<file path="src/include/soc_bus_defs.svh">
`ifndef SOC_BUS_DEFS_SVH
`define SOC_BUS_DEFS_SVH

// RAM region, 1024 words of 32 bits
`define RAM_BASE      32'h0000_1000
`define RAM_WORDS     1024

// Single-word device registers
`define KEY_ADDR      32'h0000_8000
`define UART_ADDR     32'h0000_8004
`define SD_ADDR_REG   32'h0000_8010
`define SD_READ_REG   32'h0000_8014
`define SD_READY_REG  32'h0000_8018
`define SD_AVAIL_REG  32'h0000_801C

// SD sector buffer window
`define SD_BUF_BASE   32'h0000_9000
`define SD_BUF_BYTES  512

// Load kinds, anything else is a word load
`define LOAD_B        3'b000
`define LOAD_BU       3'b100

`endif

</file>
<file path="src/design/sd_sector_buffer.sv">
`timescale 1ns/1ps
`include "soc_bus_defs.svh"

module sd_sector_buffer (
    input  logic       CLOCK_50,
    input  logic       KEY0,
    input  logic       byte_available,
    input  logic [7:0] din,
    input  logic [8:0] rd_index,
    output logic [7:0] rd_byte,
    output logic       avail
);

    logic [7:0] sector [`SD_BUF_BYTES];

    logic       byte_available_d;
    logic       capture;
    logic [8:0] wr_index;

    // New byte on each rising edge of the controller flag
    assign capture = byte_available & ~byte_available_d;

    always_ff @(posedge CLOCK_50 or negedge KEY0) begin
        if (!KEY0) begin
            byte_available_d <= 1'b0;
            wr_index         <= '0;
            avail            <= 1'b0;
        end else begin
            byte_available_d <= byte_available;
            if (capture) begin
                // 9-bit index wraps to 0 after byte 511
                wr_index <= wr_index + 9'd1;
                if (wr_index == 9'd0) begin
                    avail <= 1'b0;
                end
                if (wr_index == 9'(`SD_BUF_BYTES - 1)) begin
                    avail <= 1'b1;
                end
            end
        end
    end

    always_ff @(posedge CLOCK_50) begin
        if (capture) begin
            sector[wr_index] <= din;
        end
    end

    assign rd_byte = sector[rd_index];

endmodule

</file>
<file path="config.mk">
export PLATFORM = sky130hd
export DESIGN_NAME = sd_sector_buffer
export DESIGN_NICKNAME = d
export VERILOG_FILES = /design/src/design/sd_sector_buffer.sv
export VERILOG_INCLUDE_DIRS = /design/src /design/src/include
export SDC_FILE = /design/constraint.sdc
export NUM_CORES = 2
export LEC_CHECK = 0
export BUFFER_PORTS_ARGS = -buffer_cell sky130_fd_sc_hd__clkbuf_2
export CAP_MARGIN = 10
export CORE_ASPECT_RATIO = 1.75
export CORE_MARGIN = 5
export CORE_UTILIZATION = 34
export CTS_CLUSTER_DIAMETER = 80
export DETAILED_ROUTE_END_ITERATION = 12
export GPL_TIMING_DRIVEN = 0
export SLEW_MARGIN = 20
export SYNTH_ARGS = -nofsm -noshare
export SYNTH_HDL_FRONTEND = slang
export SYNTH_SLANG_ARGS = --single-unit
</file>
<file path="constraint.sdc">
create_clock -name CLOCK_50 -period 4.8 [get_ports CLOCK_50]
set_input_delay 0.48 -clock CLOCK_50 [delete_from_list [all_inputs] [get_ports CLOCK_50]]
set_output_delay 0.48 -clock CLOCK_50 [all_outputs]
set_load 0.005 [all_outputs]
</file>
-- Word level (Yosys, flattened, before mapping)
Memory sizes are Yosys's and may differ from the RTL's.
Cells that the tools add are included.
- register bits: 11
- latch bits: 0
- bits in writable memories: 4096
- memory bits (read-only): 0
- bits of input ports: 20
- word-level logic and storage cells: 15
- memories: 1
- add/subtract/negate cells: 1
- $mul: 0
- div/mod/pow operators: 0
- order comparisons: 0
- equality and inequality tests: 1
- shift-type cells: 0
- multiplexer cells: 4
- bitwise operators: 2
- reductions and logical operators: 3
- memories (memory ; depth ; width ; read ports ; clocked after memory_dff ; write ports ; line ; RTL):
    sector ; 512 ; 8 ; 1 ; 0 ; 1 ; sd_sector_buffer.sv:14 ; logic [7:0] sector [`SD_BUF_BYTES];
- operators by type and width (operator ; count):
    9-bit by 1-bit adder with 9-bit output (second input constant) ; 1
    9-bit == test (second input constant) ; 1
    9-bit zero test ; 1
    1-bit two-way mux ; 4
    2-bit AND reduction ; 1
    2-bit nonzero test ; 1
    1-bit bitwise AND ; 1
    1-bit NOT ; 1

-- Logic depth before layout (Yosys ltp)
- depth in word-level cells: 4
- gate-level depth with buffers: 12

-- Worst setup path after synthesis
OpenSTA, ideal clock, no wires.
- path kind: input-to-output
- start point: input port rd_index[0]
- end point: output port rd_byte[1]
- arrival time: 2.475 ns
- setup slack: 1.845 ns
- stages on the path: 8
- cells stage by stage: buf_6 > buf_8 > buf_2 > mux4_2 > mux4_2 > o22ai_1 > a221oi_1 > and4bb_2
- longest elaborated chain between the ends: 1
- RTL lines (what ; line ; RTL):
    from (decl) ; sd_sector_buffer.sv:9 ; input logic [8:0] rd_index,
    memory 512 x 8 bit ; -- ;
    to (decl) ; sd_sector_buffer.sv:10 ; output logic [7:0] rd_byte,
Every way passes these cells.

-- Final worst setup path
- start point: input port rd_index[2]
- end point: output port rd_byte[7]
The elaborated chain is that of the path after synthesis.

==> metrics.md <==
| Metric | Value |
|---|---|
| Vias in the first global route | 90200 |
| Placed Area | 173000 µm² |
| Count leader, synth | edfxtp_1 |
| Setup-failing EPs final | 8 |
| Layout cell share with drive strength beyond 1 | 23.8% |
| Grt total ovfl | 0 |
| Final count of hold timing violations | 0 |
| Post-synth top area share | 76.5% |
| Syn Nets | 8067 |
| WHS | 38.4 ps |
| # port buffers | 26 |
| Mapped Cells | 8042 |
| Starting DRC count in detailed routing | 12700 |
| Synth area leader | edfxtp_1 |
| Layout area overhead | 16.9% |
| Mean Syn Cell Area | 20.0 µm² |
| Wire per inst | 45.0 µm |
| Tmin final | 5160 ps |
| Critical Path AT | 4680 ps |
| Reg2Reg Depth | 7 |
| Register-to-register path setup slack | 630 ps |
| Final Power | 75.6 mW |
| Sum of negative setup slack | -2190 ps |
| Worst-path cell chain | clkbuf_2 -> nand2b_2 -> clkbuf_2 -> buf_6 -> clkbuf_8 -> clkbuf_4 -> o221ai_4 -> o22ai_1 -> o21ai_1 -> nand4_1 -> and4bb_2 -> clkbuf_2 |
| # H-tree levels | 5 |
| Worst-skew pair later-pin latency | 1010 ps |
| Tot GR Track Use | 27.6% |
| Clk pin slew, worst setup/hold paths | 60 ps |
| Critical Path Source Type | primary input |
| Number of enable flip-flop cells after synthesis | 4096 |
| Seq cells post-synth | 4107 |
| YS warnings | 0 |
| Post-Syn Area | 161000 µm² |
| Start point of the critical path | rd_index[2] |
| RePlAce Congestion | 1.02 |
| Post-synth top flop | edfxtp_1 |
| Pwr/cell area | 402 nW/µm² |
| CTS buffer count | 351 |
| CP Class | in -> out |
| Dpl ws | -1860 ps |
| Slew headroom | 15.2% |
| Rows | 334 |
| DRT antenna net count | 0 |
| 1st-pass router iterations | 6 |
| Crit Reg-Reg Startpoint | byte_available_d |
| Worst path slowest cell | nand4_1 |
| Layout Nets | 8685 |
| Period Utilization, post-route | 107% |
| Largest net degree at the start of global routing | 126 |
| Starting Density | 34.1% |
| Worst Setup Slack, final | -359 ps |
| Die Area | 487000 µm² |
| Hold Crit Class | in -> reg |
| Core Area | 472000 µm² |
| IO Pins | 29 |
| Max Root-Sink Buffers | 4 |
| Initial antenna violation count | 73 |
| Status | finished with violations |
| Clk sinks | 4107 |
| Netlist cell types | 61 |
| Maxcap violations | 0 |
| Sequential area share after synthesis | 76.7% |
| CP peak stage delay | 900 ps |
| Clk_skew | 86.4 ps |
| DIE WIDTH | 530 µm |
| Worst EP required | 4320 ps |
| Layout filler cell count | 41500 |
| Top cells by count, synth | 4096 x edfxtp_1, 778 x mux2i_1, 647 x mux4_2 |
| RSZ-0062 raised after global routing | true |
| Fraction of registers with async set/reset | 0.268% |
| Reg2reg end | sector[206][5] |
| Worst Hold Depth | 2 |
| Worst vdd ir | 0.000397 V |
| Clock root cell | clkbuf_16 |
| Slew Limit Fails | 0 |
| Worst Hold End | sector[400][5] |
| WL final | 687000 µm |
| Die Y | 919 µm |
| Failing checks | negative setup slack |
| Worst hold start | din[5] |
| Finished layout cell area | 188000 µm² |
| CP dominant cell by count | clkbuf_2 |
| Worst setup EP type | primary output |
| Vias | 91900 |
| Via-to-Cell Ratio | 6.03 |
| First-pass GRT wire length | 880000 µm |
| HPWL after DPL | 507000 µm |
| Leakage | 59.2 nW |
| Least-Margin Pin Slew | 1260 ps |
| Largest cells by area after synthesis | edfxtp_1 77%, mux4_2 9.1%, mux2i_1 4.8%, o221ai_1 2.0%, nor2_1 1.4% |
| Crit path max fanout | 10 |
| Residual DRC count | 0 |
| CTS tree | built |
| Fmax | 194 MHz |
## stage by stage
stage	cells	utilization, %
finish	15200	39.8
global placement	14300	35.7
floorplan	8042	-
CTS	15100	39.5
global route	15200	39.8
detailed placement	14400	36.6
## what timing repair did
item                                   4_1_cts  5_1_grt
endpoints found under the hold margin      119        0
setup buffers                                8       63
hold buffers                                 7        0
setup endpoints to repair                    8        8
resized for setup                          516      182
gates cloned                                 0        1
pin swaps                                   44       23
## cell families after synthesis
| kind of cell | synth area share (%) |
|---|---|
| flip-flops | 76.7 |
| multiplexers | 14.3 |
| AND/OR/NAND/NOR | 2.71 |
| AO/OA/AOI/OAI | 4.17 |
| buffers and inverters | 2.06 |
| XOR/XNOR | 0.0382 |
| adder cells (fa/ha/maj) | 0.0389 |
## power by group
part	switching (mW)	total, mW	internal, mW	leakage [nW]
registers	0.0387	39.5	39.5	36.9
clock network	13.6	29.6	16.0	5.58
logic	4.66	6.46	1.80	16.7
total	18.3	75.6	57.3	59.2
## registers in the layout, indices dropped and copies added, names as in the netlist
register,count
byte_available_d,1
wr_index,9
sector,4096
avail,1
## placed cells by master, fill, tap and decap left out, types with 17 or more instances in the layout
cell	netlist	final
nor4_1	42	35
a21oi_2	1	18
mux4_1	20	20
buf_8	15	39
and3_1	18	17
clkbuf_16	0	357
o21ai_1	0	27
o221ai_1	369	309
nor2_2	0	47
nand4_1	49	49
bufinv_16	0	41
buf_2	72	37
buf_12	21	114
mux4_2	647	647
clkinv_2	0	62
clkbuf_8	0	29
buf_6	70	79
clkbuf_4	1	41
o21ai_0	112	65
nand2_1	137	134
clkbuf_1	263	116
clkbuf_2	0	144
a21oi_1	177	148
clkinv_1	2	67
o22ai_2	0	18
buf_16	0	106
clkinvlp_4	0	20
diode_2	0	93
a22oi_1	49	41
nand3_1	37	35
o221ai_2	5	50
buf_4	48	126
nor3_1	79	68
mux2i_1	778	775
o22ai_1	171	149
nor2_1	585	537
edfxtp_1	4096	4096
## layer usage
| layer | global-route usage, % | vias up | wire length, µm | share of wire [%] |
|---|---|---|---|---|
| met5 | 0 | - | 223 | 0.032 |
| met4 | 32.1 | 28 | 101000 | 15 |
| met3 | 6.40 | 2455 | 56600 | 8.3 |
| met2 | 45.8 | 6640 | 333000 | 49 |
| met1 | 26.1 | 48000 | 195000 | 28 |
| li1 | - | 34800 | - | - |
## critical path: cells and delay by family
kind | cells | cell delay (ps)
buf+inv | 6 | 1300
compound gates | 3 | 1010
simple gates | 3 | 1830
## worst max path at each step
stage,end,slack (ps)
after floorplan,rd_byte[1],1850
after global placement,sector[324][3],-5660
after detailed placement,rd_byte[7],-1860
after CTS,rd_byte[7],-20
after global routing,rd_byte[3],-270
final,rd_byte[7],-360
## final cells by class
class / count / area [µm²] / area share [%]
buffer: 519 / 4960 / 2.64
multi-input combinational: 3404 / 35600 / 18.9
tap: 6216 / 7780 / 4.14
sequential: 4107 / 123000 / 65.6
antenna: 93 / 233 / 0.124
timing repair buffer: 270 / 4580 / 2.44
inverter: 7 / 27.5 / 0.0147
clock buffer: 410 / 9140 / 4.87
clock inverter: 222 / 2310 / 1.23
Note: power is estimated with default switching activity, not from simulation.
