[src/include/soc_bus_defs.svh]
`ifndef SOC_BUS_DEFS_SVH
`define SOC_BUS_DEFS_SVH

// RAM region, 1024 words of 32 bits
`define RAM_BASE      32'h0000_1000
`define RAM_WORDS     1024

// Single-word device registers
`define KEY_ADDR      32'h0000_8000
`define UART_ADDR     32'h0000_8004
`define SD_ADDR_REG   32'h0000_8010
`define SD_READ_REG   32'h0000_8014
`define SD_READY_REG  32'h0000_8018
`define SD_AVAIL_REG  32'h0000_801C

// SD sector buffer window
`define SD_BUF_BASE   32'h0000_9000
`define SD_BUF_BYTES  512

// Load kinds, anything else is a word load
`define LOAD_B        3'b000
`define LOAD_BU       3'b100

`endif

[src/design/soc_bus_pkg.sv]
package soc_bus_pkg;

    // One bus address, seen whole or as word index plus byte offset
    typedef union packed {
        logic [31:0] full;
        struct packed {
            logic [29:0] word_idx;
            logic [1:0]  byte_off;
        } word;
    } bus_addr_u;

    typedef struct packed {
        bus_addr_u   addr;
        logic [63:0] wdata;
        logic        rd_en;
        logic        wr_en;
        logic [2:0]  load_kind;
    } bus_req_t;

    // Target selects, at most one set per request
    typedef struct packed {
        logic ram;
        logic key;
        logic uart;
        logic sd_addr;
        logic sd_read;
        logic sd_ready;
        logic sd_avail;
        logic sd_buf;
    } dev_sel_t;

    typedef struct packed {
        logic     valid;
        bus_req_t req;
        dev_sel_t sel;
    } stage_req_t;

    typedef struct packed {
        logic        rd_valid;
        logic [31:0] data;
        logic [1:0]  byte_off;
        logic [2:0]  load_kind;
        logic        ram_hit;
    } access_rslt_t;

    typedef struct packed {
        logic [63:0] data;
        logic        done;
    } bus_rsp_t;

endpackage

[src/design/load_align_stage.sv]
`timescale 1ns/1ps
`include "soc_bus_defs.svh"

module load_align_stage (
    input  logic                      CLOCK_50,
    input  logic                      KEY0,
    input  soc_bus_pkg::access_rslt_t rslt,
    output soc_bus_pkg::bus_rsp_t     rsp
);

    logic [7:0]  sel_byte;
    logic [63:0] aligned;
    logic [63:0] data_q;
    logic        done_q;

    // Little-endian byte pick
    always_comb begin
        case (rslt.byte_off)
            2'd0:    sel_byte = rslt.data[7:0];
            2'd1:    sel_byte = rslt.data[15:8];
            2'd2:    sel_byte = rslt.data[23:16];
            default: sel_byte = rslt.data[31:24];
        endcase
    end

    always_comb begin
        aligned = {32'd0, rslt.data};
        if (rslt.ram_hit && (rslt.load_kind == `LOAD_B)) begin
            aligned = {{56{sel_byte[7]}}, sel_byte};
        end else if (rslt.ram_hit && (rslt.load_kind == `LOAD_BU)) begin
            aligned = {56'd0, sel_byte};
        end
    end

    always_ff @(posedge CLOCK_50 or negedge KEY0) begin
        if (!KEY0) begin
            done_q <= 1'b0;
        end else begin
            done_q <= rslt.rd_valid;
        end
    end

    always_ff @(posedge CLOCK_50) begin
        data_q <= aligned;
    end

    assign rsp = '{data: data_q, done: done_q};

endmodule

[config.mk]
export PLATFORM = sky130hd
export DESIGN_NAME = load_align_stage
export DESIGN_NICKNAME = d
export VERILOG_FILES = /design/src/design/soc_bus_pkg.sv /design/src/design/load_align_stage.sv
export VERILOG_INCLUDE_DIRS = /design/src /design/src/include
export SDC_FILE = /design/constraint.sdc
export NUM_CORES = 1
export LEC_CHECK = 0
export BUFFER_PORTS_ARGS = -buffer_cell sky130_fd_sc_hd__buf_2
export CORE_ASPECT_RATIO = 1.25
export CORE_MARGIN = 3
export CORE_UTILIZATION = 40
export DETAILED_ROUTE_END_ITERATION = 16
export PLACE_DENSITY_LB_ADDON = 0.05
export SYNTH_ARGS = -nofsm -noshare
export SYNTH_HDL_FRONTEND = slang
export SYNTH_SLANG_ARGS = --single-unit
[constraint.sdc]
create_clock -name CLOCK_50 -period 1.2 [get_ports CLOCK_50]
set_input_delay 0.06 -clock CLOCK_50 [delete_from_list [all_inputs] [get_ports CLOCK_50]]
set_output_delay 0.06 -clock CLOCK_50 [all_outputs]
set_load 0.01 [all_outputs]
-- Word-level counts from Yosys, hierarchy flattened
Index checks and enable logic that the tools add are counted.
- register bits after elaboration: 65
- input port bits: 41
- output and inout port bits: 65
- logic and storage cells: 12
- equal/unequal tests: 3
- mux-type cells: 3
- reduce and logical (&&, ||, !) cells: 4
- operators by type and width (kind ; number):
    two-way mux 64 bit ; 1
    two-way mux 32 bit ; 1
    case mux 8 bit (3 select lines) ; 1
    equality test 3 bit, second input constant ; 1
    logical NOT 3 bit ; 1
    equality test 2 x 1 -> 1 bit, second input constant ; 1
    equality test 2 bit, second input constant ; 1
    logical AND 1 bit ; 2
    logical NOT 2 bit ; 1

-- Depth between registers and ports, before layout
- word-level depth: 4
- mapped depth: 5

-- Worst setup path before layout
OpenSTA, ideal clock, no wires.
- path kind: register to output
- from: reg data_q[62] (netlist name)
- to: out rsp[34] (netlist bit)
- data arrival time: 1.077 ns
- data required time: 1.140 ns
- setup slack: 0.063 ns
- cell stages (with the launch flop): 2
- path buffers: 1
- cells stage by stage: dfxtp_1 buf_4
- RTL lines (what ; line ; RTL):
    to (decl) ; load_align_stage.sv:8 ; output soc_bus_pkg::bus_rsp_t rsp

-- Final worst setup path
- from: in rslt[31] (netlist bit)
- to: reg data_q[1]
- longest elaborated chain between the ends: 3
- ends and longest elaborated chain (what ; line ; RTL):
    from (decl) ; load_align_stage.sv:7 ; input soc_bus_pkg::access_rslt_t rslt,
    case mux 8 bit (3 select lines) * ; load_align_stage.sv:18 ; case (rslt.byte_off)
    two-way mux 32 bit ; load_align_stage.sv:30 ; end else if (rslt.ram_hit && (rslt.load_kind == `LOAD_BU)) begin
    two-way mux 64 bit * ; load_align_stage.sv:28 ; if (rslt.ram_hit && (rslt.load_kind == `LOAD_B)) begin
    net aligned[1] ; load_align_stage.sv:12 ; logic [63:0] aligned;
    to (signal assigned) ; load_align_stage.sv:44 ; data_q <= aligned;
    to (decl) ; load_align_stage.sv:13 ; logic [63:0] data_q;
The timed path passes the listed nets; every way through them passes the cells marked *.

==> impl_metrics.json <==
{
  "min_delay_path_depth": 3,
  "clk_pin_slew_ns": 0.06,
  "synth-adder-area-share_pct": 0,
  "num_antenna_cells": 0,
  "grt_pass1_vias": 1303,
  "p_leak_nw": 1.270,
  "min_path_type": "in2reg",
  "cts_buffers": 5,
  "ios": 106,
  "yosys.area_share.simple_pct": 19.00,
  "finalNetCount": 310,
  "yosys-top-cells-area": "dfxtp_1 (44%), buf_4 (16%), nand2_1 (13%), mux2_2 (5.2%), a22oi_1 (3.5%)",
  "synth_compound_area_share_pct": 8.714,
  "via_per_inst": 4.660,
  "period_share_pct": 90.85,
  "ys_ff_latch": 34,
  "max_stage_delay_ns": 0.53,
  "grt_max_degree": 33,
  "slew_violations": 0,
  "holdWs_ns": 0.004466,
  "grt_pass1_wl_um": 5623,
  "hpwlAfterDp_um": 2725,
  "worstSetupPathType": "in2reg",
  "path_buf_inv": 2,
  "cts_root_buf": "clkbuf_8",
  "fin_cells": 309,
  "crit_fanout": 2,
  "synthArstFlopShare_pct": 2.941,
  "critical_path.endpoint_type": "flip-flop",
  "synthTopCellsByCount": "nand2_1 (51), dfxtp_1 (33), buf_4 (32)",
  "crit_required_ns": 1.35,
  "setup_violations": 0,
  "syn_nets": 208,
  "dp.cells": 278,
  "antenna_left": 0,
  "die_x_um": 60.91,
  "finalWorstSetupSlack_ns": 0.1098,
  "hold_viol": 0,
  "cp-start-kind": "input pin",
  "wl_per_cell_um": 12.31,
  "power.density_cell_area_nw_per_um2": 1238,
  "ir_drop_uv": 756.8,
  "core_um2": 3543,
  "pre_cts_ws_ns": -0.02008,
  "die_h_um": 74.64,
  "syn_area_per_cell_um2": 9.028,
  "htreeDepth": 2,
  "max_freq_ghz": 0.9173,
  "slowest_stage": "dlygate4sd3_1",
  "drc_errors": 0,
  "rsz0062_at_grt": "no",
  "drt-total-wl_um": 3804,
  "maxCapViolations": 0,
  "portBuffers": 105,
  "overflow": 0,
  "start_util_pct": 42.55,
  "die_area_um2": 4546,
  "path_cells": "dlygate4sd3_1, buf_2, mux2_2, a22oi_1, o21ai_0",
  "ys.warnings.count": 0,
  "syn-cell-area_um2": 1508,
  "status": "finished clean",
  "syn_inst": 167,
  "synth-edff-count": 0,
  "yosysUniqueCellTypes": 20,
  "synthMostInstantiatedCell": "nand2_1",
  "synth_top_area_share_pct": 43.82,
  "cts_tree": "yes",
  "worst_slew_pin_slew_ns": 0.2895,
  "cts_sinks": 34,
  "yosysSeqAreaShare_pct": 45.48,
  "fin_crit_ns": 1.090,
  "layout-drive-gt1-share_pct": 47.78,
  "synthXorXnorAreaFrac_pct": 0,
  "max-clock-path-buffers": 2,
  "critPathTopFamily": "buffers and inverters",
  "syn_to_final_growth_pct": 45.39,
  "dr.pass1.iters": 4,
  "muxShareOfSynthArea_pct": 6.722,
  "rows": 24,
  "cp.depth": 5,
  "worstPathArrival_ns": 1.24,
  "antenna_found_initial": 0,
  "first_iter_violations": 33,
  "vias": 1440,
  "timing.slew.headroom_pct": 80.70,
  "grt.total_usage_pct": 16.70,
  "synth_top_family_by_area": "buffers and inverters",
  "yosys.area.top_type": "dfxtp_1",
  "synthFlopType": "dfxtp_1",
  "routabilityCongestion": 0.7165
}
-- tightest hold or removal path: stages --
cell	delay [ns]
buf_2	0.09
nand2_1	0.04
nand2_1	0.05
-- where the power goes --
group / internal (mW) / total (mW) / leakage [nW] / switching [mW]
Clock: 0.621 / 0.987 / 0.0524 / 0.366
Combinational: 0.256 / 0.489 / 0.927 / 0.233
Sequential: 1.22 / 1.24 / 0.290 / 0.0214
-- worst paths after layout --
check / startpoint / slack [ns] / end
max in group asynchronous: KEY0 / 1.04 / done_q$_DFF_PN0_
min: rslt[24] / 0.004 / data_q[18]$_DFF_P_
max: rslt[31] / 0.11 / data_q[1]$_DFF_P_
min in group asynchronous: KEY0 / 0.08 / done_q$_DFF_PN0_
-- kinds of logic after synthesis --
| kind of cell | Yosys count |
|---|---|
| buf+inv | 42 |
| mux | 8 |
| flops | 34 |
| compound gates | 21 |
| simple gates | 62 |
-- cells in the final DEF (no fill, tap or decap) --
cell type      netlist  routed
a22oi_1              7       7
a31oi_1              7       7
buf_12               0       1
buf_2                1     105
buf_4               32       7
bufinv_16            0       1
clkbuf_1             4       2
clkbuf_8             0       5
dfrtp_1              1       1
dfxtp_1             33      33
dlygate4sd3_1        0      23
inv_1                1       1
mux2_2               7       7
mux4_2               1       1
nand2_1             51      51
nand3b_4             1       1
nor2b_1              7       7
nor3b_2              1       1
nor4bb_1             1       1
o21ai_0              2       2
o21ai_1              5       5
or3b_1               1       1
-- per-stage QoR --
| stage | setup TNS, ns | instance area [µm²] | total power [mW] | utilization (%) |
|---|---|---|---|---|
| finish | 0 | 2192 | 2.714 | 61.86 |
| global route | 0 | 2192 | 2.852 | 61.86 |
| CTS | 0 | 2192 | 2.747 | 61.86 |
| detailed placement | -0.1890 | 1856 | 1.692 | 52.37 |
| global placement | 0 | 1856 | 1.688 | 52.37 |
| floorplan | 0 | 1508 | 1.501 | - |
-- flip-flops by register name, indices dropped and copies added (netlist names) --
signal  count
data_q     33
done_q      1
-- per-layer routing --
layer	global-route usage, %	vias to the layer above	part of all wire, %
met5	0	-	0
li1	-	714	-
met4	6.506	0	0.89
met1	18.01	633	41
met2	29.49	89	49
met3	5.832	4	9.7
-- layout make-up --
class | instances | area, µm²
Fill cell | 323 | 1351
Tap cell | 39 | 48.80
Timing Repair Buffer | 136 | 828.3
Clock buffer | 7 | 76.32
Inverter | 1 | 3.754
Clock inverter | 1 | 30.03
Multi-Input combinational cell | 91 | 519.2
Sequential cell | 34 | 685.7
-- repair_timing --
action                                  in CTS  in global routing
hold endpoints to repair                    23                  0
endpoints found under the setup margin       0                  0
hold buffers                                23                  0
setup buffers                                0                  0
resized for setup                            0                  0
No activity file was read; power rests on OpenSTA's default activity.
