## src/include/soc_bus_defs.svh

```systemverilog
`ifndef SOC_BUS_DEFS_SVH
`define SOC_BUS_DEFS_SVH

// RAM region, 1024 words of 32 bits
`define RAM_BASE      32'h0000_1000
`define RAM_WORDS     1024

// Single-word device registers
`define KEY_ADDR      32'h0000_8000
`define UART_ADDR     32'h0000_8004
`define SD_ADDR_REG   32'h0000_8010
`define SD_READ_REG   32'h0000_8014
`define SD_READY_REG  32'h0000_8018
`define SD_AVAIL_REG  32'h0000_801C

// SD sector buffer window
`define SD_BUF_BASE   32'h0000_9000
`define SD_BUF_BYTES  512

// Load kinds, anything else is a word load
`define LOAD_B        3'b000
`define LOAD_BU       3'b100

`endif

```

## src/design/key_irq_ctrl.sv

```systemverilog
`timescale 1ns/1ps

module key_irq_ctrl (
    input  logic       CLOCK_50,
    input  logic       KEY0,
    input  logic       key_valid,
    input  logic [7:0] key_ascii,
    input  logic       interrupt_ack,
    output logic [7:0] key_code,
    output logic [3:0] interrupt_vector
);

    always_ff @(posedge CLOCK_50 or negedge KEY0) begin
        if (!KEY0) begin
            key_code         <= '0;
            interrupt_vector <= '0;
        end else begin
            if (key_valid) begin
                key_code <= key_ascii;
            end
            // Any nonzero code raises the keyboard vector
            if (key_valid && (key_ascii != 8'd0)) begin
                interrupt_vector <= 4'd1;
            end
            // Ack takes priority over a new key
            if (interrupt_ack) begin
                interrupt_vector <= 4'd0;
            end
        end
    end

endmodule

```

## config.mk

```make
export PLATFORM = sky130hd
export DESIGN_NAME = key_irq_ctrl
export DESIGN_NICKNAME = d
export VERILOG_FILES = /design/src/include/soc_bus_defs.svh /design/src/design/key_irq_ctrl.sv
export SDC_FILE = /design/constraint.sdc
export NUM_CORES = 1
export LEC_CHECK = 0
export ABC_CLOCK_PERIOD_IN_PS = 950
export BUFFER_PORTS_ARGS = -buffer_cell sky130_fd_sc_hd__buf_2
export CORE_UTILIZATION = 23
export DETAILED_ROUTE_END_ITERATION = 12
export PLACE_DENSITY = 0.49
export RECOVER_POWER = 100
export SLEW_MARGIN = 20
export SYNTH_ARGS = -nofsm -noshare
export SYNTH_HDL_FRONTEND = slang
export SYNTH_SLANG_ARGS = --single-unit
```

## constraint.sdc

```tcl
create_clock -name CLOCK_50 -period 0.95 [get_ports CLOCK_50]
set_clock_uncertainty 0.1 [all_clocks]
set_input_delay 0.0475 -clock CLOCK_50 [delete_from_list [all_inputs] [get_ports CLOCK_50]]
set_output_delay 0.0475 -clock CLOCK_50 [all_outputs]
set_load 0.02 [all_outputs]
```

Yosys cells after proc, flatten, opt, wreduce, memory -nomap -nowiden
Cells that the tools add are included.
{ "totals": {"mem_count": 0, "romBits": 0, "out_inout_bits": 12, "mem_bits_rw": 0, "word_cells": 7, "latchBits": 0, "reg_bits": 12} }
{ "classes": {"div": 0, "n_eq_ne": 0, "bitwise_logic": 0, "addsub": 0, "mux": 2, "shift": 0, "multipliers": 0, "magnitude_cmp": 0, "n_reduce_logical": 3} }
{ "ops": {"columns": ["op", "count"], "rows": [
  ["$mux 4", 2],
  ["$reduce_bool 8->1", 1],
  ["$reduce_bool 2->1", 1],
  ["$logic_and 1x1->1", 1]
]} }

Logic depth before layout (Yosys ltp)
Gate-level depths: netlist of run 1.
{ "logic_depth": {"depth_word": 4, "ltp_mapped": 3, "depth_no_buf": 3} }

Least setup slack after synthesis of run 1
OpenSTA, ideal clock, no wires.
{ "synth_path": {"path_kind": "input -> register", "startpoint": "input port key_ascii[7]", "endpoint": "register interrupt_vector[0]", "path_stages": 3, "required_ns": 0.728, "setup_time_ns": 0.122, "path_buffers": 0, "arrival_ns": 0.745, "slack_ns": -0.017, "path_cell_list": "or4_1 -> o21ai_1 -> a21oi_1"} }
{ "synth_via": {"elab_chain_cells": 3} }
{ "synth_lines": {"columns": ["element", "line", "source"], "rows": [
  ["start, declared", "key_irq_ctrl.sv:7", "input logic [7:0] key_ascii,"],
  ["$reduce_bool 8->1", "key_irq_ctrl.sv:22", "if (key_valid && (key_ascii != 8'd0)) begin"],
  ["$logic_and 1x1->1", "key_irq_ctrl.sv:22", null],
  ["$reduce_bool 2->1 (no source line)", null, null],
  ["end signal, assigned", "key_irq_ctrl.sv:16", "interrupt_vector <= '0;"],
  ["end signal, assigned", "key_irq_ctrl.sv:23", "interrupt_vector <= 4'd1;"],
  ["end signal, assigned", "key_irq_ctrl.sv:27", "interrupt_vector <= 4'd0;"],
  ["end, declared", "key_irq_ctrl.sv:10", "output logic [3:0] interrupt_vector"]
]} }
Every way passes these cells.
A chain may end at the register's enable or synchronous reset.

Final worst setup path of run 1
{ "layout_path": {"startpoint": "register key_code[5]", "endpoint": "output port key_code[5]"} }
{ "layout_rtl": {"columns": ["element", "line", "source"], "rows": [
  ["start, declared", "key_irq_ctrl.sv:9", "output logic [7:0] key_code,"],
  ["start signal, assigned", "key_irq_ctrl.sv:19", "key_code <= key_ascii;"]
]} }
No word-level cell between the ends.

==> run summary, run 1 <==
share of cells above drive strength 1 - 53.3%
drt first pass iters - 1
Yosys reg bits - 9
Leak - 0.311 nW
Max Cap Viol - 0
final worst-path setup slack - 14.7 ps
Total Routing Usage GR - 9.96%
Syn Area/Cell - 14.0 um^2
Final Util - 43.6%
final WL - 781 um
Req. time, crit path - 800 ps
XOR/XNOR share of the synthesized area - 0%
clk slew on worst S/H paths - 60 ps
Synth area leader - dfrtp_1
vias - 315
Syn. warnings - 0
count leader, synth - dfrtp_1
core area - 1520 um^2
Placement Setup Slack - -174 ps
Crit Path Category - reg -> out
register area share after synthesis - 59.4%
initial antenna violation count - 0
total gr overflow - 0
maximum vdd drop - 847 uV
Simple-Gate Fraction of Synth Area - 4.95%
ranking of synthesized cells by area - dfrtp_1, mux2_2, buf_4, or4_4, or4_1
library cells used by synthesis - 10
Crit Reg-Reg Startpoint - key_code[5]
num rows - 14
final critical-path share of the clock period - 98.5%
Final Net Count - 73
per-cell routed wire length - 10.3 um
CTS tree - built
path depth of the worst reg2reg path - 1
Post-Synthesis Cells - 27
Final min period - 935 ps
number of global-route vias before repair - 320
RSZ-0062 raised after global routing - yes
design area - 664 um^2
Worst-Skew Late Latency - 250 ps
worst hold start - key_ascii[2]
die height - 42.6 um
TritonCTS Buffers - 3
initial core utilization - 24.9%
Fillers - 150
CP endpoint kind - output pin
die width - 42.6 um
most common library cells after synthesis - dfrtp_1, mux2_2, buf_4
Compound-Gate Fraction of Synth Area - 2.64%
PwrDens - 1480 nW/um^2
slowest stage delay, CP - 400 ps
clk root buf - clkbuf_4
cell area after synthesis - 379 um^2
Power, Total - 0.000981 W
post-synthesis mux area share - 23.8%
CP cell instances - buf_6
GPL Wtd Cong - 0.707
Post-Synth Adder-Cell Area - 0%
crit-path max FO - 2
Routed Antenna Nets - 0
Synth Flop Type - dfrtp_1
IO Pins - 24
internal reg-to-reg setup slack - 80 ps
Achievable Freq - 1070 MHz
Num Clock Sinks - 9
top cell family by delay on the critical path - flip-flops
Vias per Instance - 4.14
largest net degree at the start of global routing - 10
diode count - 0
hold path cells - 3
Clock Path Buffers - 2
max-slew violations - 0
area delta synth->final - 75.2%
first-pass GRT wire length - 1270 um
startpoint types - register
Final Hold Fails - 0
initial drt markers - 0
die footprint - 1810 um^2
Hold Path Sink - key_code[2]
asr flop ratio synth - 100%
r2r endpoint - key_code[5]
worst hold slack - 26.6 ps
port buffer count - 20
largest family of logic cells by synthesized area - multiplexers
Hold/Removal Path Class - in -> reg
EDFF count, synth - 0
outcome - finished, final reports clean
Final setup viols - 0
area share of the largest cell type after synthesis - 59.4%
WP data arrival - 790 ps
depth of the CTS H-tree - 1
Residual DRC - 0
crit path max-delay cell type - dfrtp_1
Placed Area - 487 um^2
Buf/Inv on CP - 1
## final cells by class
| class | count | area, um^2 | share of cell area [%] |
|---|---|---|---|
| Tap cell | 16 | 20.0 | 3.01 |
| Sequential cell | 9 | 225 | 33.9 |
| Clock buffer | 4 | 26.3 | 3.95 |
| Inverter | 1 | 3.75 | 0.565 |
| Timing Repair Buffer | 31 | 259 | 39.0 |
| Multi-Input combinational cell | 15 | 130 | 19.6 |
## repair_timing
item                                   CTS  global route
gates resized for setup                  6            12
hold buffers                             9             0
setup endpoints to repair                3             9
gates cloned                             0             0
setup buffers                            0             1
endpoints found under the hold margin   17             0
## metrics by stage
| stage | instances | setup TNS [ps] |
|---|---|---|
| 5_1_grt | 76 | -41.5 |
| 3_5_place_dp | 62 | -174 |
| 4_1_cts | 75 | 0 |
| 3_3_place_gp | 62 | -169 |
| 2_1_floorplan | 29 | -14.7 |
| 6_report | 76 | 0 |
## routing by layer
layer / vias up / GRT usage, % / wire, um
li1: 151 / - / -
met1: 159 / 10.1 / 317
met2: 5 / 16.3 / 442
met3: 0 / 6.47 / 21
met4: 0 / 3.75 / 0
met5: - / 0 / 0
## flip-flops by register name (all words and copies together), names as in the netlist
signal            count
interrupt_vector      1
key_code              8
## worst max-delay path by stage
stage,startpoint,to,slack [ps],cells after the start
finish,key_code[5],key_code[5],10,1
floorplan,key_ascii[1],interrupt_vector[0],-10,3
global placement,key_ascii[7],interrupt_vector[0],-170,4
detailed placement,key_ascii[7],interrupt_vector[0],-170,4
global route,key_code[7],key_code[7],-20,1
CTS,key_code[7],key_code[7],2,1
## report_power, final
group	total (W)	internal (W)	switching (W)	leakage (nW)
Sequential	0.000447	0.000421	0.0000261	0.106
Clock	0.000278	0.000161	0.000117	0.0150
Combinational	0.000256	0.000146	0.000109	0.190
Total	0.000981	0.000728	0.000252	0.311
## cell families (layout without fill, tap and decap cells)
family	Yosys count	count (layout)
buffers and inverters	5	36
flip-flops	9	9
AND/OR/NAND/NOR	2	2
other	1	3
AO/OA/AOI/OAI	2	2
multiplexers	8	8
## cells in the final DEF (no fill, tap or decap), drive strengths merged
| cell | n |
|---|---|
| buf | 20 |
| dlygate4sd3 | 9 |
| dfrtp | 9 |
| mux2 | 8 |
| clkbuf | 6 |
| conb | 3 |
| or4 | 2 |
| inv | 1 |
| o21ai | 1 |
| a21oi | 1 |
No activity file was read; power rests on OpenSTA's default activity.
==> run 2: changes to the inputs <==
==> constraint.sdc (replaced) <==
create_clock -name CLOCK_50 -period 0.95 [get_ports CLOCK_50]
set_clock_uncertainty 0.1 [all_clocks]
set_input_delay 0.0475 -clock CLOCK_50 [delete_from_list [all_inputs] [get_ports CLOCK_50]]
set_output_delay 0.0475 -clock CLOCK_50 [all_outputs]
set_load 0.05 [all_outputs]
==> run 2 against run 1 <==
The run now ends with setup timing left. Via count is 2.9% higher. Setup slack worse by 30 ps. Die area stayed put. Clock power is 1% higher. First-iteration DRC count is 2 higher. Global-route usage is 1.2 points higher. Flip-flop and latch count stayed put. Critical path type unchanged. Critical endpoint is now key_code[6]. Largest cell class unchanged.
==> run summary, run 2 (synthesized netlist as in run 1, its figures left out) <==
Hold/Removal Path Class - in -> reg
CP endpoint kind - output pin
initial core utilization - 24.9% (unchanged)
Final min period - 965 ps (+30.0 ps)
initial antenna violation count - 0 (unchanged)
clk root buf - clkbuf_4
num rows - 14 (unchanged)
core area - 1520 um^2 (unchanged)
max FFs per register - 8 (unchanged)
RSZ-0062 raised after global routing - yes
final WL - 824 um (+5.5%)
maximum vdd drop - 950 uV (+12%)
total gr overflow - 0 (unchanged)
area delta synth->final - 79.5%
Placement Setup Slack - -183 ps (-9.15 ps)
share of cells above drive strength 1 - 70.0% (+17 points)
top cell family by delay on the critical path - flip-flops
startpoint types - register
crit-path max FO - 2 (unchanged)
Pint - 0.000741 W (+1.7%)
PwrDens - 1620 nW/um^2 (+9.7%)
Clock Path Buffers - 2 (unchanged)
top flop regs - key_code (8), interrupt_vector (1)
most flop-heavy register - key_code
Crit Path Category - reg -> out
die width - 42.6 um (unchanged)
TritonCTS Buffers - 3 (unchanged)
port buffer count - 20 (unchanged)
sw power - 0.000361 W (+43%)
Max Cap Viol - 0 (unchanged)
Worst-Skew Late Latency - 250 ps (about the same)
Residual DRC - 0 (unchanged)
design area - 681 um^2 (+2.4%)
Switching Fraction - 32.8% (+7.0 points)
Final setup viols - 9 (+9)
Final Net Count - 73 (unchanged)
final worst-path setup slack - -15.4 ps (-30.0 ps)
GPL Wtd Cong - 0.629 (-11%)
failing checks - setup timing
outcome - finished, violations left
depth of the CTS H-tree - 1 (unchanged)
per-cell routed wire length - 10.8 um (+5.5%)
CP cell instances - buf_6
drt first pass iters - 4 (+3)
first-pass GRT wire length - 1420 um (+12%)
Achievable Freq - 1040 MHz (-3.1%)
largest net degree at the start of global routing - 10 (unchanged)
commonest non-fill, non-tap cell in the layout - buf_2
die height - 42.6 um (unchanged)
Clock Power Share - 25.6% (-2.7 points)
worst hold slack - 35.6 ps (+9.02 ps)
Placed Area - 498 um^2 (+2.3%)
most frequent cells in the layout - buf_2, dlygate4sd3_1, dfrtp_2
final critical-path share of the clock period - 102% (+3.2 points)
IO Pins - 24 (unchanged)
vias - 324 (+2.9%)
Num Clock Sinks - 9 (unchanged)
Buf/Inv on CP - 1 (unchanged)
clk slew on worst S/H paths - 60 ps (about the same)
max-slew violations - 0 (unchanged)
Routed Antenna Nets - 0 (unchanged)
internal reg-to-reg setup slack - 50 ps (-30 ps)
initial drt markers - 2 (+2)
Req. time, crit path - 800 ps (about the same)
Total Routing Usage GR - 11.2% (+1.2 points)
crit path max-delay cell type - dfrtp_2
Seq pwr share - 41.2% (-4.4 points)
CTS tree - built
diode count - 0 (unchanged)
number of global-route vias before repair - 324 (+1.3%)
slowest stage delay, CP - 410 ps (about the same)
die footprint - 1810 um^2 (unchanged)
Final Hold Fails - 0 (unchanged)
power share of the combinational group - 33.2% (+7.1 points)
Vias per Instance - 4.26 (+2.9%)
Leak - 0.306 nW (-1.8%)
WP data arrival - 820 ps (+30 ps)
[run 2: cell count changes in the layout (fill, tap and decap cells not counted), sizes merged]
| cell | previous run | this run |
|---|---|---|
| buf | 20 | 21 |
| clkbuf | 6 | 5 |
[run 2: power groups by stage]
stage | Clock, W | Combinational, W | Sequential (W)
3_5_place_dp | 0 | 0.000287 | 0.000452
3_3_place_gp | 0 | 0.000288 | 0.000451
2_1_floorplan | 0 | 0.0000825 | 0.000586
5_1_grt | 0.000320 | 0.000384 | 0.000459
4_1_cts | 0.000303 | 0.000360 | 0.000455
6_report | 0.000282 | 0.000366 | 0.000454
[run 2: layout make-up]
class                      instances  area, um^2
timing repair buffer              31         264
tap                               16        20.0
inverter                           1        3.75
fill                             149         843
multi-input combinational         15         130
clock buffer                       4        26.3
sequential                         9         236
[run 2: final timing paths]
| kind | startpoint | endpoint | cells after the start |
|---|---|---|---|
| setup / recovery | key_code[6] | key_code[6] | 1 |
| min in group asynchronous | KEY0 | key_code[4] | 2 |
| hold / removal | key_ascii[2] | key_code[2] | 3 |
| setup reg to reg | key_code[6] | key_code[6] | 1 |
| max in group asynchronous | KEY0 | key_code[7] | 2 |
| hold reg to reg | key_code[3] | key_code[3] | 1 |
[run 2: timing repair]
action	4_1_cts	5_1_grt
resized for setup	18	1
gates cloned	0	0
setup endpoints to repair	9	9
endpoints found under the hold margin	17	0
hold buffers	9	0
setup buffers	0	1
[run 2: stage by stage]
| step | TNS [ps] | util (%) | cells | power, W |
|---|---|---|---|---|
| after floorplan | -435 | - | 29 | 0.000668 |
| after global placement | -177 | 32.7 | 62 | 0.000738 |
| after detailed placement | -183 | 32.7 | 62 | 0.000739 |
| after CTS | -215 | 44.0 | 75 | 0.00112 |
| after global routing | -393 | 44.7 | 76 | 0.00116 |
| final | -85.4 | 44.7 | 76 | 0.00110 |
[run 2: worst min-delay path, stage by stage]
cell	delay, ps
buf_2	90
buf_4	90
mux2_2	130
[run 2: routing by layer]
metal / vias to the layer above / routed length [um] / track usage [%]
met5: - / 0 / 0
met1: 161 / 290 / 11.9
met3: 0 / 27 / 6.47
li1: 154 / - / -
met2: 9 / 507 / 18.5
met4: 0 / 0 / 3.75
