==> src/include/soc_bus_defs.svh <==
`ifndef SOC_BUS_DEFS_SVH
`define SOC_BUS_DEFS_SVH

// RAM region, 1024 words of 32 bits
`define RAM_BASE      32'h0000_1000
`define RAM_WORDS     1024

// Single-word device registers
`define KEY_ADDR      32'h0000_8000
`define UART_ADDR     32'h0000_8004
`define SD_ADDR_REG   32'h0000_8010
`define SD_READ_REG   32'h0000_8014
`define SD_READY_REG  32'h0000_8018
`define SD_AVAIL_REG  32'h0000_801C

// SD sector buffer window
`define SD_BUF_BASE   32'h0000_9000
`define SD_BUF_BYTES  512

// Load kinds, anything else is a word load
`define LOAD_B        3'b000
`define LOAD_BU       3'b100

`endif

==> src/design/soc_bus_pkg.sv <==
package soc_bus_pkg;

    // One bus address, seen whole or as word index plus byte offset
    typedef union packed {
        logic [31:0] full;
        struct packed {
            logic [29:0] word_idx;
            logic [1:0]  byte_off;
        } word;
    } bus_addr_u;

    typedef struct packed {
        bus_addr_u   addr;
        logic [63:0] wdata;
        logic        rd_en;
        logic        wr_en;
        logic [2:0]  load_kind;
    } bus_req_t;

    // Target selects, at most one set per request
    typedef struct packed {
        logic ram;
        logic key;
        logic uart;
        logic sd_addr;
        logic sd_read;
        logic sd_ready;
        logic sd_avail;
        logic sd_buf;
    } dev_sel_t;

    typedef struct packed {
        logic     valid;
        bus_req_t req;
        dev_sel_t sel;
    } stage_req_t;

    typedef struct packed {
        logic        rd_valid;
        logic [31:0] data;
        logic [1:0]  byte_off;
        logic [2:0]  load_kind;
        logic        ram_hit;
    } access_rslt_t;

    typedef struct packed {
        logic [63:0] data;
        logic        done;
    } bus_rsp_t;

endpackage

==> src/design/bus_decode_stage.sv <==
`timescale 1ns/1ps
`include "soc_bus_defs.svh"

module bus_decode_stage (
    input  logic                    CLOCK_50,
    input  logic                    KEY0,
    input  soc_bus_pkg::bus_req_t   req,
    output soc_bus_pkg::stage_req_t stage_out
);

    logic                  req_active;
    soc_bus_pkg::dev_sel_t sel_d;
    logic                  valid_q;
    soc_bus_pkg::bus_req_t req_q;
    soc_bus_pkg::dev_sel_t sel_q;

    assign req_active = req.rd_en | req.wr_en;

    // Address decode on the full byte address
    always_comb begin
        sel_d          = '0;
        sel_d.ram      = (req.addr.full >= `RAM_BASE) &&
                         (req.addr.full < (`RAM_BASE + (`RAM_WORDS * 4)));
        sel_d.key      = (req.addr.full == `KEY_ADDR);
        sel_d.uart     = (req.addr.full == `UART_ADDR);
        sel_d.sd_addr  = (req.addr.full == `SD_ADDR_REG);
        sel_d.sd_read  = (req.addr.full == `SD_READ_REG);
        sel_d.sd_ready = (req.addr.full == `SD_READY_REG);
        sel_d.sd_avail = (req.addr.full == `SD_AVAIL_REG);
        sel_d.sd_buf   = (req.addr.full >= `SD_BUF_BASE) &&
                         (req.addr.full < (`SD_BUF_BASE + `SD_BUF_BYTES));
    end

    always_ff @(posedge CLOCK_50 or negedge KEY0) begin
        if (!KEY0) begin
            valid_q <= 1'b0;
        end else begin
            valid_q <= req_active;
        end
    end

    // Request and selects only move when a strobe is present
    always_ff @(posedge CLOCK_50) begin
        if (req_active) begin
            req_q <= req;
            sel_q <= sel_d;
        end
    end

    assign stage_out = '{valid: valid_q, req: req_q, sel: sel_q};

endmodule

==> config.mk <==
export PLATFORM = sky130hd
export DESIGN_NAME = bus_decode_stage
export DESIGN_NICKNAME = d
export VERILOG_FILES = /design/src/design/soc_bus_pkg.sv /design/src/design/bus_decode_stage.sv
export VERILOG_INCLUDE_DIRS = /design/src /design/src/include
export SDC_FILE = /design/constraint.sdc
export NUM_CORES = 1
export LEC_CHECK = 0
export BUFFER_PORTS_ARGS = -buffer_cell sky130_fd_sc_hd__buf_2
export CAP_MARGIN = 20
export CORE_MARGIN = 4
export CORE_UTILIZATION = 43
export DETAILED_ROUTE_END_ITERATION = 8
export PLACE_DENSITY_LB_ADDON = 0.2
export SYNTH_ARGS = -nofsm -noshare
export SYNTH_HDL_FRONTEND = slang
export SYNTH_SLANG_ARGS = --single-unit
export TNS_END_PERCENT = 30
==> constraint.sdc <==
create_clock -name CLOCK_50 -period 0.8 [get_ports CLOCK_50]
set_input_delay 0 -clock CLOCK_50 [delete_from_list [all_inputs] [get_ports CLOCK_50]]
set_output_delay 0 -clock CLOCK_50 [all_outputs]
set_load 0.1 [all_outputs]
==> flow_summary_export.csv, run 1 <==
group,metric,value,unit
placed_design,dp_cells,472,
placed_design,hpwl,8750,µm
yosys,synth_nets,244,
cts,cts.sinks,110,
yosys,ys_seq_elements,110,
yosys,synthCells,141,
status,status,"aborted with a tool error",
yosys,synth_top_family_by_area,"simple AND/OR/NAND/NOR gates",
yosys,muxShareOfSynthArea,0,%
cts,ctsHoldBuffers,101,
floorplan,die_y,98.7,µm
status,first-error,"[ERROR RSZ-0060] Max buffer count reached.",
placed_design,gp_congestion,0.752,
floorplan,rows,32,
floorplan,die_w,98.7,µm
yosys,seq_area_frac_synth,93.3,%
status,stop_stage,"4_1_cts",
cts,cts.htree.levels,3,
placed_design,portBuffers,212,
yosys,synthSimpleGateAreaFrac,6.51,%
yosys,synth_fa_ha_area_share,0,%
cts,cts_setup_buffers,0,
cts,cts-resized-gates,0,
yosys,synth.avg_cell_area,25.1,µm²
floorplan,num_io_pins,213,
yosys,netlist_area,3540,µm²
yosys,yosys.area_share.xor_xnor,0,%
yosys,synth_compound_area_share,0,%
floorplan,initial_core_util,45.1,%
cts,cts_buffer_depth,2,
yosys,synth_cell_type_count,18,
cts,cts_buffers,9,
cts,cts_root_buf,"clkbuf_8",
yosys,yosysWarnings,0,
-- Yosys cell counts --
cell        n  area (µm²)
edfxtp_1  109        3270
nor4_1      6        37.5
nor2_1      5        18.8
nand2_1     3        11.3
nand3b_1    2        15.0
nor3_1      2        10.0
nor4_2      2        25.0
nor4_4      2        42.5
buf_4       1        7.51
dfrtp_1     1        25.0
nand3_1     1        5.00
nand3_2     1        10.0
nand4_1     1        6.26
nand4_2     1        12.5
nor4b_2     1        15.0
or2_2       1        6.26
or3_1       1        6.26
or3b_2      1        8.76
-- through the flow --
stage,cell area (µm²),worst slack [ns]
2_1_floorplan,3540,-0.435
3_3_place_gp,6560,-0.434
3_5_place_dp,6560,-0.498
-- logic make-up after synthesis --
family | after synthesis
buf+inv | 1
flops | 110
simple gates | 30
==> inputs of run 2 (changes only) <==
--- a/config.mk
+++ b/config.mk
@@ -9,9 +9,9 @@
 export BUFFER_PORTS_ARGS = -buffer_cell sky130_fd_sc_hd__buf_2
 export CAP_MARGIN = 20
 export CORE_MARGIN = 4
-export CORE_UTILIZATION = 43
+export CORE_UTILIZATION = 30
 export DETAILED_ROUTE_END_ITERATION = 8
-export PLACE_DENSITY_LB_ADDON = 0.2
+export PLACE_DENSITY_LB_ADDON = 0.15
 export SYNTH_ARGS = -nofsm -noshare
 export SYNTH_HDL_FRONTEND = slang
 export SYNTH_SLANG_ARGS = --single-unit
==> flow_summary_export.csv, run 2 <==
group,metric,value,unit
power_and_ir_drop,cellPowerDensity,2280,nW/µm²
critical_path,slowest_delay,0.44,ns
status,violations,"setup timing",
placed_design,portBuffers,212,
global_route,grt_pass1_wl,15800,µm
timing,rsz0062_at_grt,"yes",
critical_path,path_class,"reg -> out",
cts,cts_setup_buffers,0,
finish,largest_register_ffs,109,
timing,fin_crit,0.978,ns
drt,route.detailed.drc,0,
critical_path,worstPathMaxFanout,1,
yosys,ys_top_cells_by_count,"edfxtp_1, nor4_1, nor2_1, nand2_1",
finish,final_area,7990,µm²
yosys,synth_ff_type,"edfxtp_1",
finish,drive_gt1_share,52.4,%
finish,n_fill_cell,720,
timing,setup_violations,112,
floorplan,die_area,13600,µm²
yosys,yosysTopAreaCell,"edfxtp_1",
finish,fin_nets,592,
yosys,synth.most_common_cell,"edfxtp_1",
critical_path,crit_arrival,0.98,ns
timing,final_max_slew_viol_count,0,
global_route,grt-ovfl-total,0,
yosys,synth_cell_type_count,18,
global_route,grt_use_total,15.8,%
cts,cts_tree,"yes",
global_route,grt_max_degree,60,
worst_hold_path,hp-class,"in -> reg",
worst_hold_path,hp-start,"req[73]",
yosys,netlist_area,3540,µm²
cts,clk_pin_slew,0.07,ns
timing,worst_pin_slew,0.319,ns
yosys,async_flop_share,0.909,%
floorplan,num_io_pins,213,
placed_design,dp_slack,-0.498,ns
drt,detail-route-antenna-nets,0,
drt,drt_iter0_markers,130,
drt,routed-via-count,2702,
finish,area_delta_synth_final,126,%
yosys,synth_top_area_share,92.6,%
flow_run,max_cap_violations,0,
critical_path,worstSetupStartpoint,"stage_out[4]",
critical_path,cp.buffers_inverters,1,
cts,cts_buffer_depth,2,
yosys,seq_area_frac_synth,93.3,%
cts,cts_root_buf,"clkbuf_16",
status,status,"complete, but fails checks",
drt,first_pass_iters,4,
power_and_ir_drop,peakVddDrop,2.04,mV
critical_path,cp_slowest_cell,"edfxtp_1",
timing,final.setup.worst_slack,-0.178,ns
finish,final_common_cell,"buf_12",
critical_path,cp_top_family,"flip-flops",
critical_path,crit_path_end_kind,"output pin",
finish,num_antenna_cells,0,
cts,cts.sinks,110,
cts,cts_buffers,9,
finish,final-seq-area,3300,µm²
global_route,grt_pass1_vias,2942,
floorplan,die_w,117,µm
floorplan,initial_core_util,30.8,%
timing,hold_ws,0.0749,ns
drt,finalWirelength,10700,µm
floorplan,coreArea,11500,µm²
timing,max_slew_margin,78.6,%
placed_design,postPlaceCellArea,6620,µm²
finish,layout_common_cells,"buf_12, edfxtp_1, dlygate4sd3_1",
placed_design,gp_congestion,0.788,
placed_design,hpwl,7490,µm
critical_path,start_kind,"flop",
yosys,synth.avg_cell_area,25.1,µm²
floorplan,die_y,117,µm
finish,multi_input_area,288,µm²
critical_path,path_cells,"buf_12",
cts,cts.htree.levels,3,
drt,wire_per_inst,16.8,µm
drt,vias_per_cell,4.24,
yosys,synth_nets,244,
timing,period_share,122,%
critical_path,cp.required,0.80,ns
yosys,yosysWarnings,0,
global_route,antenna_found_initial,0,
timing,hold_violations,0,
yosys,synth_edf_count,109,
floorplan,rows,39,
timing,fmax,1020,MHz
power_and_ir_drop,p_leak,3.29,nW
yosys,synth_area_leaders,"edfxtp_1, nor4_4, nor4_1",
yosys,ys_seq_elements,110,
yosys,synthCells,141,
[run 2: cell counts after synthesis]
Identical to the previous run, type by type.
[run 2: metrics by stage]
| stage | setup TNS [ns] | utilization, % | total power (W) | cells |
|---|---|---|---|---|
| after detailed placement | -13.36 | 57.7 | 0.0137 | 518 |
| after floorplan | -59.57 | - | 0.0109 | 141 |
| after global routing | -21.10 | 69.6 | 0.0187 | 637 |
| final | -16.37 | 69.6 | 0.0182 | 637 |
| after CTS | -19.21 | 69.2 | 0.0184 | 637 |
| after global placement | -11.89 | 57.7 | 0.0137 | 518 |
[run 2: layout make-up]
type | count | area share [%]
timing repair buffer | 338 | 49.3
sequential | 110 | 41.3
multi-input combinational | 30 | 3.60
clock buffer | 14 | 3.31
tap | 143 | 2.24
clock inverter | 2 | 0.204
[run 2: cell families (layout without fill, tap and decap cells)]
group                  Yosys count  in the layout  share of synthesized area (%)
flip-flops                     110            110                           93.3
AND/OR/NAND/NOR                 30             30                           6.51
buffers and inverters            1            354                          0.212
[run 2: power breakdown]
group	leakage (nW)	total [W]	internal [W]	switching, W
Sequential	1.13	0.00733	0.00692	0.000410
Clock	0.134	0.00418	0.00230	0.00188
Combinational	2.03	0.00668	0.00244	0.00424
[run 2: path summary, 6_finish.rpt]
kind	end	slack, ns	cells past startpoint
worst min-delay path	stage_out[5]	0.07	3
min in group asynchronous	valid_q	0.50	3
worst max-delay path	stage_out[4]	-0.18	1
max in group asynchronous	valid_q	0.20	3
[run 2: per-layer routing]
layer	global-route usage (%)	wire length (µm)
met1	16.8	3860
met2	27.7	5400
met3	7.98	1320
met4	4.20	152
met5	0	0
[run 2: repair_timing]
action                                 4_1_cts  5_1_grt
pin swaps                                    3        1
setup endpoints to repair                  116      116
endpoints found under the hold margin      102        0
hold buffers                               103        0
resized for setup                            1        6
No activity file was read; power rests on OpenSTA's default activity.
==> inputs of run 3 (changes only) <==
--- a/config.mk
+++ b/config.mk
@@ -11,7 +11,6 @@
 export CORE_MARGIN = 4
 export CORE_UTILIZATION = 30
 export DETAILED_ROUTE_END_ITERATION = 8
-export PLACE_DENSITY_LB_ADDON = 0.15
 export SYNTH_ARGS = -nofsm -noshare
 export SYNTH_HDL_FRONTEND = slang
 export SYNTH_SLANG_ARGS = --single-unit
==> constraint.sdc (replaced) <==
create_clock -name CLOCK_50 -period 1 [get_ports CLOCK_50]
set_input_delay 0 -clock CLOCK_50 [delete_from_list [all_inputs] [get_ports CLOCK_50]]
set_output_delay 0 -clock CLOCK_50 [all_outputs]
set_load 0.1 [all_outputs]
==> flow_summary_export.csv, run 3 (same netlist as run 2, synthesis figures left out) <==
group,metric,value,unit
status,status,"complete, no violations",
cts,cts.sinks,110,
power_and_ir_drop,peakVddDrop,1.02,mV
timing,worst_pin_slew,0.350,ns
critical_path,start_kind,"flop",
timing,fin_crit,0.979,ns
floorplan,die_y,117,µm
global_route,antenna_found_initial,1,
critical_path,cp.buffers_inverters,1,
power_and_ir_drop,cellPowerDensity,1890,nW/µm²
floorplan,num_io_pins,213,
drt,detail-route-antenna-nets,0,
floorplan,rows,39,
timing,fmax,1020,MHz
critical_path,path_cells,"buf_12",
cts,cts.htree.levels,3,
timing,period_share,97.9,%
critical_path,worstPathMaxFanout,1,
finish,fin_nets,573,
placed_design,gp_congestion,0.722,
cts,cts_tree,"yes",
global_route,grt_pass1_vias,2813,
global_route,grt_max_degree,56,
power_and_ir_drop,power,0.0148,W
timing,setup_violations,0,
floorplan,coreArea,11500,µm²
worst_hold_path,hp-class,"in -> reg",
finish,n_fill_cell,727,
cts,cts_root_buf,"clkbuf_16",
timing,hold_violations,0,
cts,clk_pin_slew,0.07,ns
critical_path,cp_slowest_cell,"edfxtp_1",
drt,routed-wl-met2,5620,µm
finish,final_common_cell,"buf_12",
cts,cts_buffers,9,
timing,final.setup.worst_slack,0.0209,ns
finish,largest_register_ffs,109,
drt,routed-via-count,2648,
drt,first_pass_iters,4,
critical_path,crit_path_end_kind,"output pin",
finish,post-route-util,68.3,%
critical_path,cp_top_family,"flip-flops",
cts,cts_buffer_depth,2,
global_route,grt_pass1_wl,15200,µm
drt,top_layer_used,"met4",
critical_path,cp.required,1.00,ns
timing,max_slew_margin,76.5,%
timing,rsz0062_at_grt,"yes",
floorplan,die_w,117,µm
flow_run,max_cap_violations,0,
global_route,grt_use_total,15.3,%
floorplan,die_area,13600,µm²
finish,area_delta_synth_final,121,%
drt,drt_iter0_markers,80,
drt,wl_met3,1040,µm
critical_path,slowest_delay,0.44,ns
power_and_ir_drop,p_leak,3.21,nW
floorplan,initial_core_util,30.8,%
drt,wl_met1,3770,µm
placed_design,dp_slack,-0.325,ns
critical_path,path_class,"reg -> out",
finish,layout_common_cells,"buf_12, edfxtp_1, dlygate4sd3_1",
finish,drive_gt1_share,50.7,%
timing,final_max_slew_viol_count,0,
critical_path,crit_arrival,0.98,ns
drt,wire_per_inst,17.2,µm
drt,vias_per_cell,4.28,
placed_design,portBuffers,212,
drt,finalWirelength,10600,µm
global_route,grt-ovfl-total,0,
drt,route.detailed.drc,0,
-- run 3: metal layers --
layer  vias up  GRT usage, %
met5         -             0
met4         0          6.04
met3        16          5.70
met2       133          27.1
met1      1268          16.6
li1       1231             -
-- run 3: through the flow --
step	cells	cell area, µm²	TNS (ns)	hold slack (ns)
6_report	619	7830	0	0.0399
5_1_grt	619	7830	-0.141	0.0435
4_1_cts	618	7820	0	0.0279
3_5_place_dp	499	6480	-1.66	-0.225
3_3_place_gp	499	6480	-1.14	-0.225
2_1_floorplan	141	3540	-25.64	-0.296
-- run 3: worst paths after layout --
| path | from | end | cells after the start |
|---|---|---|---|
| min in group asynchronous | KEY0 | valid_q | 3 |
| min | req[3] | stage_out[11] | 2 |
| max | stage_out[14] | stage_out[14] | 1 |
| max in group asynchronous | KEY0 | valid_q | 3 |
-- run 3: power breakdown --
| group | internal (W) | total (W) | switching [W] | leakage [nW] |
|---|---|---|---|---|
| logic | 0.00191 | 0.00527 | 0.00336 | 1.93 |
| registers | 0.00553 | 0.00587 | 0.000332 | 1.13 |
| clock network | 0.00209 | 0.00367 | 0.00158 | 0.145 |
-- run 3: timing repair --
item,4_1_cts,5_1_grt
resized for setup,0,1
hold buffers,103,0
endpoints found under the setup margin,0,14
endpoints found under the hold margin,103,0
buffers inserted,0,0
-- run 3: area by class of cell --
type | count | area, µm² | area share, %
timing repair buffer | 319 | 3800 | 48.5
sequential | 110 | 3300 | 42.1
clock buffer | 12 | 256 | 3.28
multi-input combinational | 30 | 239 | 3.05
tap | 143 | 179 | 2.29
clock inverter | 4 | 53.8 | 0.687
antenna | 1 | 2.50 | 0.0320
==> inputs of run 4 (changes only) <==
==> constraint.sdc (replaced) <==
create_clock -name CLOCK_50 -period 1 [get_ports CLOCK_50]
set_input_delay 0.05 -clock CLOCK_50 [delete_from_list [all_inputs] [get_ports CLOCK_50]]
set_output_delay 0.05 -clock CLOCK_50 [all_outputs]
set_load 0.1 [all_outputs]
==> flow_summary_export.csv, run 4 (same netlist as run 2, synthesis figures left out) <==
group,metric,value,unit
global_route,grt_pass1_wl,15400,µm
timing,period_share,102,%
cts,cts_tree,"yes",
drt,drt_iter0_markers,126,
cts,cts_root_buf,"clkbuf_16",
drt,routed-via-count,2635,
placed_design,portBuffers,212,
finish,multi_input_area,254,µm²
critical_path,cp_slowest_cell,"edfxtp_1",
placed_design,gp_congestion,0.730,
floorplan,coreArea,11500,µm²
power_and_ir_drop,peakVddDrop,1.21,mV
drt,detail-route-antenna-nets,0,
cts,cts.sinks,110,
drt,finalWirelength,10600,µm
timing,fmax,978,MHz
cts,cts_buffers,9,
global_route,grt_use_total,15.4,%
timing,fin_crit,1.02,ns
critical_path,crit_path_end_kind,"output pin",
timing,hold_ws,0.0274,ns
status,status,"complete, but fails checks",
timing,final.setup.worst_slack,-0.0221,ns
cts,clk_pin_slew,0.07,ns
timing,rsz0062_at_grt,"yes",
finish,fin_nets,572,
critical_path,crit_arrival,0.97,ns
floorplan,die_area,13600,µm²
floorplan,num_io_pins,213,
global_route,antenna_found_initial,0,
global_route,grt-ovfl-total,0,
global_route,grt_max_degree,56,
floorplan,rows,39,
floorplan,initial_core_util,30.8,%
timing,worst_pin_slew,0.334,ns
cts,cts_setup_buffers,0,
critical_path,slowest_delay,0.44,ns
cts,cts_buffer_depth,2,
finish,layout_common_cells,"buf_12, edfxtp_1, dlygate4sd3_1, buf_2, clkbuf_16",
finish,area_delta_synth_final,121,%
critical_path,worstPathMaxFanout,1,
drt,route.detailed.drc,0,
status,violations,"setup timing",
critical_path,path_cells,"buf_12",
critical_path,cp_top_family,"flip-flops",
floorplan,die_y,117,µm
drt,wire_per_inst,17.2,µm
timing,setup_violations,35,
critical_path,path_class,"reg -> out",
cts,cts.htree.levels,3,
finish,final_common_cell,"buf_12",
timing,hold_violations,0,
drt,first_pass_iters,4,
worst_hold_path,hp-start,"req[84]",
power_and_ir_drop,cellPowerDensity,1870,nW/µm²
finish,drive_gt1_share,50.4,%
finish,largest_register_ffs,109,
global_route,grt_pass1_vias,2890,
critical_path,cp.buffers_inverters,1,
critical_path,cp.required,0.95,ns
timing,final_max_slew_viol_count,0,
power_and_ir_drop,power,0.0146,W
critical_path,start_kind,"flop",
floorplan,die_w,117,µm
timing,tns,-0.241,ns
placed_design,hpwl,7280,µm
finish,final-seq-area,3300,µm²
worst_hold_path,hp-class,"in -> reg",
timing,max_slew_margin,77.6,%
flow_run,max_cap_violations,0,
power_and_ir_drop,p_leak,3.19,nW
finish,num_antenna_cells,0,
drt,vias_per_cell,4.27,
finish,n_fill_cell,753,
critical_path,worstSetupStartpoint,"stage_out[102]",
run 4: changes by cell type in the layout (fill, tap and decap cells not counted), sizes merged:
cell | before | now
dlygate4sd3 | 103 | 102
diode | 1 | 0
clkinv | 0 | 3
inv | 1 | 0
clkbuf | 12 | 11
clkinvlp | 2 | 1
run 4: path summary, 6_finish.rpt:
| path | to | slack [ns] | cells past startpoint |
|---|---|---|---|
| max | stage_out[102] | -0.02 | 1 |
| min | stage_out[7] | 0.03 | 2 |
| max in group asynchronous | valid_q | 0.33 | 3 |
| min in group asynchronous | valid_q | 0.55 | 3 |
run 4: repair_timing:
item / in CTS / in global routing
hold buffers: 102 / 0
gates resized for setup: 0 / 3
endpoints found under the hold margin: 101 / 0
pin swaps: 0 / 1
endpoints found under the setup margin: 109 / 116
gates cloned: 0 / 0
run 4: where the power goes:
group          internal (W)  switching (W)
clock network       0.00192        0.00149
registers           0.00554       0.000334
logic               0.00190        0.00336
total               0.00936        0.00519
run 4: metal layers:
layer	up-vias	global-route usage, %	part of all wire, %
li1	1229	-	-
met3	16	5.18	9.9
met2	129	27.7	54
met1	1261	16.8	35
met4	0	6.12	1.8
met5	-	0	0
run 4: cell type report:
cell class,count,share of cell area (%)
repair buffers,318,48.6
flip-flops and latches,110,42.3
multi-input cells,30,3.26
clock buffers,11,2.98
well taps,143,2.29
clock inverters,5,0.641
run 4: metrics by stage:
step                area [µm²]  instances  util (%)  setup WS, ns
floorplan                 3540        141         -        -0.285
global placement          6480        499      56.5        -0.232
detailed placement        6480        499      56.5        -0.351
global route              7800        617      68.0       -0.0669
CTS                       7780        617      67.9       -0.0417
finish                    7800        617      68.0       -0.0221
